File: src/bch_pkg.sv
// Shared field constants, FSM state types and GF(2^8) helpers, imported by every RTL stage
package bch_pkg;

	localparam int gf_width = 8;
	// Low bits of x^8+x^4+x^3+x^2+1, the x^8 term is implied
	localparam logic [gf_width-1:0] gf_poly = 8'h1d;
	localparam int gf_order = (1 << gf_width) - 1;
	localparam int byte_width = 8;
	localparam int num_syndromes = 4;

	typedef logic [gf_width-1:0] gf_elem_t;

	typedef enum logic [1:0] {
		intake_idle,
		intake_ack,
		intake_stall
	} intake_state_t;

	typedef enum logic [1:0] {
		report_idle,
		report_req,
		report_release
	} report_state_t;

	// Multiply by alpha = x, reduce on overflow of the top bit
	function automatic gf_elem_t gf_mul_alpha(input gf_elem_t a);
		gf_elem_t r;
		r = {a[gf_width-2:0], 1'b0};
		if (a[gf_width-1]) begin
			r = r ^ gf_poly;
		end
		return r;
	endfunction

	// Meant for constant arguments, evaluated at elaboration
	function automatic gf_elem_t gf_alpha_pow(input int e);
		gf_elem_t r;
		r = gf_elem_t'(1);
		for (int i = 0; i < e % gf_order; i++) begin
			r = gf_mul_alpha(r);
		end
		return r;
	endfunction

	// Shift and reduce, MSB of the constant first
	function automatic gf_elem_t gf_mul_const(input gf_elem_t a, input gf_elem_t c);
		gf_elem_t r;
		r = '0;
		for (int i = gf_width - 1; i >= 0; i--) begin
			r = gf_mul_alpha(r);
			if (c[i]) begin
				r = r ^ a;
			end
		end
		return r;
	endfunction

endpackage
File: src/bch_syndrome_top.sv
// Top level of the BCH(255,239) syndrome unit, chaining intake, accumulation and report
`timescale 1ns/1ps

module bch_syndrome_top (
	input  logic clk,
	input  logic rstn,
	input  logic in_req,
	input  logic [bch_pkg::byte_width-1:0] in_data,
	input  logic in_last,
	output logic in_ack,
	output logic out_req,
	input  logic out_ack,
	output bch_pkg::gf_elem_t out_syn_1,
	output bch_pkg::gf_elem_t out_syn_2,
	output bch_pkg::gf_elem_t out_syn_3,
	output bch_pkg::gf_elem_t out_syn_4,
	output logic out_err_detect
);
	import bch_pkg::*;

	logic byte_strobe;
	logic [byte_width-1:0] byte_data;
	logic byte_last;
	gf_elem_t syn_1;
	gf_elem_t syn_2;
	gf_elem_t syn_3;
	gf_elem_t syn_4;
	logic syn_done;
	logic report_busy;

	byte_intake u_intake (
		.clk(clk),
		.rstn(rstn),
		.in_req(in_req),
		.in_data(in_data),
		.in_last(in_last),
		.report_busy(report_busy),
		.in_ack(in_ack),
		.byte_strobe(byte_strobe),
		.byte_data(byte_data),
		.byte_last(byte_last)
	);

	syndrome_accum u_accum (
		.clk(clk),
		.rstn(rstn),
		.byte_strobe(byte_strobe),
		.byte_data(byte_data),
		.byte_last(byte_last),
		.syn_1(syn_1),
		.syn_2(syn_2),
		.syn_3(syn_3),
		.syn_4(syn_4),
		.syn_done(syn_done)
	);

	// report_busy closes the loop back to intake for back-pressure
	syndrome_report u_report (
		.clk(clk),
		.rstn(rstn),
		.syn_1(syn_1),
		.syn_2(syn_2),
		.syn_3(syn_3),
		.syn_4(syn_4),
		.syn_done(syn_done),
		.out_ack(out_ack),
		.report_busy(report_busy),
		.out_req(out_req),
		.out_syn_1(out_syn_1),
		.out_syn_2(out_syn_2),
		.out_syn_3(out_syn_3),
		.out_syn_4(out_syn_4),
		.out_err_detect(out_err_detect)
	);

endmodule

File: src/syndrome_report.sv
// Output stage that holds the final syndromes and hands them out by four-phase req/ack
`timescale 1ns/1ps

module syndrome_report (
	input  logic clk,
	input  logic rstn,
	input  bch_pkg::gf_elem_t syn_1,
	input  bch_pkg::gf_elem_t syn_2,
	input  bch_pkg::gf_elem_t syn_3,
	input  bch_pkg::gf_elem_t syn_4,
	input  logic syn_done,
	input  logic out_ack,
	output logic report_busy,
	output logic out_req,
	output bch_pkg::gf_elem_t out_syn_1,
	output bch_pkg::gf_elem_t out_syn_2,
	output bch_pkg::gf_elem_t out_syn_3,
	output bch_pkg::gf_elem_t out_syn_4,
	output logic out_err_detect
);
	import bch_pkg::*;

	report_state_t state;

	// Busy from the done pulse itself so no byte slips in before the latch
	assign report_busy = syn_done || (state != report_idle);

	always_ff @(posedge clk) begin
		if (!rstn) begin
			state <= report_idle;
			out_req <= 1'b0;
			out_syn_1 <= '0;
			out_syn_2 <= '0;
			out_syn_3 <= '0;
			out_syn_4 <= '0;
			out_err_detect <= 1'b0;
		end else begin
			case (state)
				report_idle: begin
					if (syn_done) begin
						out_syn_1 <= syn_1;
						out_syn_2 <= syn_2;
						out_syn_3 <= syn_3;
						out_syn_4 <= syn_4;
						// Any nonzero syndrome means the word is not a codeword
						out_err_detect <= |{syn_1, syn_2, syn_3, syn_4};
						out_req <= 1'b1;
						state <= report_req;
					end
				end
				report_req: begin
					if (out_ack) begin
						out_req <= 1'b0;
						state <= report_release;
					end
				end
				report_release: begin
					if (!out_ack) begin
						state <= report_idle;
					end
				end
				default: begin
					out_req <= 1'b0;
					state <= report_idle;
				end
			endcase
		end
	end

	a_out_stable: assert property (@(posedge clk) disable iff (!rstn)
		out_req |=> (!out_req ||
			$stable({out_syn_1, out_syn_2, out_syn_3, out_syn_4, out_err_detect})));

endmodule

File: src/syndrome_accum.sv
// Accumulation stage with one Horner cell per syndrome and codeword start and end control
`timescale 1ns/1ps

module syndrome_accum (
	input  logic clk,
	input  logic rstn,
	input  logic byte_strobe,
	input  logic [bch_pkg::byte_width-1:0] byte_data,
	input  logic byte_last,
	output bch_pkg::gf_elem_t syn_1,
	output bch_pkg::gf_elem_t syn_2,
	output bch_pkg::gf_elem_t syn_3,
	output bch_pkg::gf_elem_t syn_4,
	output logic syn_done
);
	import bch_pkg::*;

	gf_elem_t syn_vec [num_syndromes];
	logic fresh;

	for (genvar i = 0; i < num_syndromes; i++) begin : g_cell
		syndrome_horner_cell #(
			.syn_index(i + 1)
		) u_cell (
			.clk(clk),
			.rstn(rstn),
			.byte_strobe(byte_strobe),
			.fresh(fresh),
			.byte_data(byte_data),
			.syn(syn_vec[i])
		);
	end

	assign syn_1 = syn_vec[0];
	assign syn_2 = syn_vec[1];
	assign syn_3 = syn_vec[2];
	assign syn_4 = syn_vec[3];

	// The strobe after a last byte opens the next codeword
	always_ff @(posedge clk) begin
		if (!rstn) begin
			fresh <= 1'b1;
			syn_done <= 1'b0;
		end else begin
			syn_done <= byte_strobe && byte_last;
			if (byte_strobe) begin
				fresh <= byte_last;
			end
		end
	end

	// relies on the intake spacing transfers by at least one idle cycle
	a_done_no_strobe: assert property (@(posedge clk) disable iff (!rstn)
		!(syn_done && byte_strobe));

endmodule

File: src/syndrome_horner_cell.sv
// Horner accumulator for one syndrome S_j over GF(2^8), eight received bits per step
`timescale 1ns/1ps

module syndrome_horner_cell #(
	parameter int syn_index = 1
) (
	input  logic clk,
	input  logic rstn,
	input  logic byte_strobe,
	input  logic fresh,
	input  logic [bch_pkg::byte_width-1:0] byte_data,
	output bch_pkg::gf_elem_t syn
);
	import bch_pkg::*;

	// Shift by one byte of degree, alpha^(8j)
	localparam gf_elem_t step = gf_alpha_pow(byte_width * syn_index);

	gf_elem_t terms [byte_width];
	gf_elem_t held;
	gf_elem_t syn_next;

	// Bit 0 arrives first so it has the highest degree within the byte
	for (genvar k = 0; k < byte_width; k++) begin : g_tap
		localparam gf_elem_t tap = gf_alpha_pow(syn_index * (byte_width - 1 - k));
		assign terms[k] = byte_data[k] ? tap : '0;
	end

	// Old value counts as zero on the first byte of a codeword
	assign held = fresh ? '0 : syn;

	always_comb begin
		syn_next = gf_mul_const(held, step);
		for (int k = 0; k < byte_width; k++) begin
			syn_next = syn_next ^ terms[k];
		end
	end

	always_ff @(posedge clk) begin
		if (!rstn) begin
			syn <= '0;
		end else if (byte_strobe) begin
			syn <= syn_next;
		end
	end

endmodule

File: src/byte_intake.sv
// Input stage that accepts one byte per four-phase req/ack transfer and strobes it downstream
`timescale 1ns/1ps

module byte_intake (
	input  logic clk,
	input  logic rstn,
	input  logic in_req,
	input  logic [bch_pkg::byte_width-1:0] in_data,
	input  logic in_last,
	input  logic report_busy,
	output logic in_ack,
	output logic byte_strobe,
	output logic [bch_pkg::byte_width-1:0] byte_data,
	output logic byte_last
);
	import bch_pkg::*;

	intake_state_t state;
	logic take;

	// A new transfer is taken only once the previous result has left
	assign take = in_req && !report_busy && (state != intake_ack);

	always_ff @(posedge clk) begin
		if (!rstn) begin
			state <= intake_idle;
			in_ack <= 1'b0;
			byte_strobe <= 1'b0;
		end else begin
			byte_strobe <= 1'b0;
			case (state)
				intake_idle, intake_stall: begin
					if (take) begin
						state <= intake_ack;
						in_ack <= 1'b1;
						byte_strobe <= 1'b1;
					end else if (in_req) begin
						state <= intake_stall;
					end else begin
						state <= intake_idle;
					end
				end
				intake_ack: begin
					// Hold ack until the source releases req
					if (!in_req) begin
						state <= intake_idle;
						in_ack <= 1'b0;
					end
				end
				default: begin
					state <= intake_idle;
					in_ack <= 1'b0;
				end
			endcase
		end
	end

	always_ff @(posedge clk) begin
		if (take) begin
			byte_data <= in_data;
			byte_last <= in_last;
		end
	end

	a_single_strobe: assert property (@(posedge clk) disable iff (!rstn)
		byte_strobe |=> !byte_strobe);

endmodule

File: config.mk
export PLATFORM = sky130hd
export DESIGN_NAME = bch_syndrome_top
export DESIGN_NICKNAME = d
export VERILOG_FILES = /design/src/bch_pkg.sv /design/src/bch_syndrome_top.sv /design/src/syndrome_report.sv /design/src/syndrome_accum.sv /design/src/syndrome_horner_cell.sv /design/src/byte_intake.sv
export SDC_FILE = /design/constraint.sdc
export NUM_CORES = 1
export LEC_CHECK = 0
export BUFFER_PORTS_ARGS = -buffer_cell sky130_fd_sc_hd__buf_2
export CORE_MARGIN = 1
export CORE_UTILIZATION = 50
export CTS_CLUSTER_SIZE = 30
export DETAILED_ROUTE_END_ITERATION = 10
export GPL_TIMING_DRIVEN = 0
export PLACE_DENSITY_LB_ADDON = 0.05
export SYNTH_ARGS = -nofsm -noshare
export SYNTH_HDL_FRONTEND = slang
export SYNTH_HIERARCHICAL = 1
export SYNTH_SLANG_ARGS = --single-unit
File: constraint.sdc
create_clock -name clk -period 3 [get_ports clk]
set_input_delay 0.6 -clock clk [delete_from_list [all_inputs] [get_ports clk]]
set_output_delay 0.6 -clock clk [all_outputs]
set_load 0.1 [all_outputs]
==> results.sh <==
export IMPL_status="complete, no violations"
export IMPL_critPathTopFamily="flip-flops"
export IMPL_power_density_nw_per_um2=565
export IMPL_port_buffers=47
export IMPL_synth_compound_area_share_pct=14.4
export IMPL_seqPwrFrac_pct=43.8
export IMPL_drive_gt1_share_pct=18.5
export IMPL_vias=3779
export IMPL_path_clk_slew_ps=90
export IMPL_synth_top_area_share_pct=31.8
export IMPL_synth_top_cell_by_area="dfxtp_1"
export IMPL_cts_tree="done"
export IMPL_synthXorXnorAreaFrac_pct=20.9
export IMPL_slew_violations=0
export IMPL_grt_use_met1_pct=30.8
export IMPL_fmax_mhz=450
export IMPL_cts_resized=0
export IMPL_cap_violations=0
export IMPL_clock_power_share_pct=34.1
export IMPL_grt_max_degree=26
export IMPL_dp_hpwl_um=7570
export IMPL_netlist_area_sq_um=4660
export IMPL_dr_pass1_iters=5
export IMPL_grt_ovfl_total=0
export IMPL_ys_ff_latch=83
export IMPL_cp_data_arrival_time_ps=2520
export IMPL_synth_seq_area_share_pct=37.6
export IMPL_fin_nets=578
export IMPL_tightest_slew_ps=903
export IMPL_cp_required_ps=3300
export IMPL_intPower_mw=2.10
export IMPL_worst_path_max_fanout=13
export IMPL_worst_setup_path_type="reg -> reg"
export IMPL_cts_sink_count=83
export IMPL_slew_limit_headroom_pct=39.7
export IMPL_synth_cell_types=71
export IMPL_area_delta_synth_final_pct=13.3
export IMPL_wl_per_cell_um=16.2
export IMPL_pin_count=48
export IMPL_setup_viol=0
export IMPL_synth_area_per_cell_sq_um=9.20
export IMPL_fp_dieArea_sq_um=9710
export IMPL_hp_class="in -> reg"
export IMPL_die_width_um=98.6
export IMPL_coreArea_sq_um=8890
export IMPL_cts_made_buffers=9
export IMPL_cp_num_buf_inv=0
export IMPL_vdd_drop_max_v=0.000268
export IMPL_async_flop_share_pct=0
export IMPL_fill_cells=829
export IMPL_post_route_drc_count=0
export IMPL_final_cells=677
export IMPL_skew_ps=12.7
export IMPL_clk_latency_ps=360
export IMPL_die_height_um=98.6
export IMPL_synthFlopType="dfxtp_1"
export IMPL_synthTopCellsByArea="dfxtp_1 (32%), xnor2_1 (9.6%), edfxtp_1 (5.8%)"
export IMPL_synth_fa_ha_area_share_pct=0
export IMPL_wirelength_um=11000
export IMPL_drt_antenna_violating_nets=0
export IMPL_r2r_start="u_intake/byte_data[1]"
export IMPL_grtUsageMet3_pct=3.83
export IMPL_hold_viol=0
export IMPL_multi_input_area_sq_um=2700
export IMPL_hp_start="in_last"
export IMPL_hold_buffers=0
export IMPL_grt_pass1_vias=3513
export IMPL_yosysWarnings=6
export IMPL_grt_pass1_wl_um=17700
export IMPL_dp_cells=662
export IMPL_cp_slowest_cell="edfxtp_1"
export IMPL_crit_chain="xor2_2 -> xnor2_1 -> or4b_1 -> a21oi_1 -> o21a_1"
export IMPL_syn_inst=507
export IMPL_fin_crit_ps=2220
export IMPL_slowest_delay_ps=900
export IMPL_rows=34
export IMPL_switching_share_pct=29.5
export IMPL_drt_initial_drc_count=123
export IMPL_globalplace_congestion=0.883
export IMPL_antenna_found_initial=0
export IMPL_r2r_slack_ps=780
export IMPL_htree_levels=3
export IMPL_p_leak_nw=1.98
export IMPL_p_sw_uw=881
export IMPL_viasPerCell=5.58
export IMPL_synth_nets=520
export IMPL_synth_area_mux_share_pct=2.63
export IMPL_synth_edff_count=9
export IMPL_grt_util_met2_pct=37.7
export IMPL_critPathLaunchType="register"
export IMPL_seqCellArea_sq_um=1750
export IMPL_busiest_layer="met2"
export IMPL_antenna_cells=0
export IMPL_fin_tns_setup_ps=0
export IMPL_cts_max_path_buffers=2
export IMPL_synth_simple_area_share_pct=20.0
export IMPL_root_buffer="clkbuf_8"
export IMPL_period_share_pct=74.1
export IMPL_rsz0062_at_grt="false"
export IMPL_end_kind="register"
export IMPL_grtUsageTotal_pct=23.4
export IMPL_post_cts_buffers=0
export IMPL_crit_start="u_intake/byte_data[1]"
export IMPL_start_util_pct=52.4
export IMPL_combinationalPowerShare_pct=22.1
export IMPL_synth_top_family_by_area="XOR/XNOR gates"
[cell type report]
cell class | count | share of cell area [%]
multi-input cells | 387 | 51.1
flip-flops and latches | 83 | 33.2
repair buffers | 47 | 4.45
plain buffers | 25 | 3.13
clock buffers | 11 | 2.89
well taps | 108 | 2.56
clock inverters | 4 | 1.82
inverters | 12 | 0.853
[synth_stat cells, drive strengths merged (5+ instances only)]
cell and count:
edfxtp 9, a31oi 7, nor4 8, or3 11, nor3b 5, xnor3 12
dfxtp 74, xor2 19, nand2 81, inv 11, nor3 9, nor2 30
buf 14, clkbuf 10, xnor2 54, nor2b 6, a21oi 47, o21ai 24
mux2i 10
[stage by stage]
stage / total power, mW / util, % / area, sq um / worst slack (ps) / hold slack (ps)
finish: 2.98 / 59.4 / 5280 / 777 / 408
global route: 3.11 / 59.4 / 5280 / 630 / 395
CTS: 3.00 / 59.4 / 5280 / 775 / 399
detailed placement: 1.98 / 56.6 / 5030 / 788 / 443
global placement: 1.97 / 56.6 / 5030 / 846 / 438
floorplan: 1.84 / - / 4660 / 1100 / 442
[state kept, by name (all words and copies together) (netlist names)]
name	cells
u_intake/state	2
u_intake/byte_data	8
u_report/out_syn_4	8
u_report/state	2
u_accum/g_cell.u_cell/syn	32
u_report/out_syn_2	8
u_intake/in_ack	1
u_report/out_req	1
u_intake/byte_last	1
u_accum/syn_done	1
u_intake/byte_strobe	1
u_report/out_syn_3	8
u_report/out_err_detect	1
u_report/out_syn_1	8
u_accum/fresh	1
[layer usage]
metal	part of all wire, %	wire [um]	vias up
li1	-	-	1886
met1	47	5210	1793
met2	46	5100	83
met3	3.7	403	17
met4	2.4	262	0
met5	0	0	-
[cells in the final DEF (no fill, tap or decap), types with 11 or more instances in the layout]
cell type,synthesis,routed
a21oi_1,47,47
buf_2,3,50
clkbuf_1,10,11
dfxtp_1,74,74
inv_1,11,11
nand2_1,72,72
nor2_1,28,28
o21ai_0,22,22
xnor2_1,51,51
xor2_1,17,17
[power by group through the flow]
stage               logic [mW]  clock network [mW]  registers [mW]
floorplan                0.507                   0            1.33
finish                   0.658                1.02            1.31
detailed placement       0.649                   0            1.33
CTS                      0.654                1.04            1.31
global placement         0.637                   0            1.33
global route             0.707                1.08            1.32
[worst paths after layout]
path	end	cells past startpoint
min reg2reg	u_report/out_syn_3[4]	2
max reg2reg	u_accum/g_cell[2].u_cell/syn[5]	5
max	u_accum/g_cell[2].u_cell/syn[5]	5
min	u_intake/byte_last	1
[cell families after synthesis]
group                  Yosys count
buffers and inverters           37
XOR/XNOR                        85
multiplexers                    11
AO/OA/AOI/OAI                  111
flip-flops                      83
AND/OR/NAND/NOR                180
No activity file was read; power rests on OpenSTA's default activity.
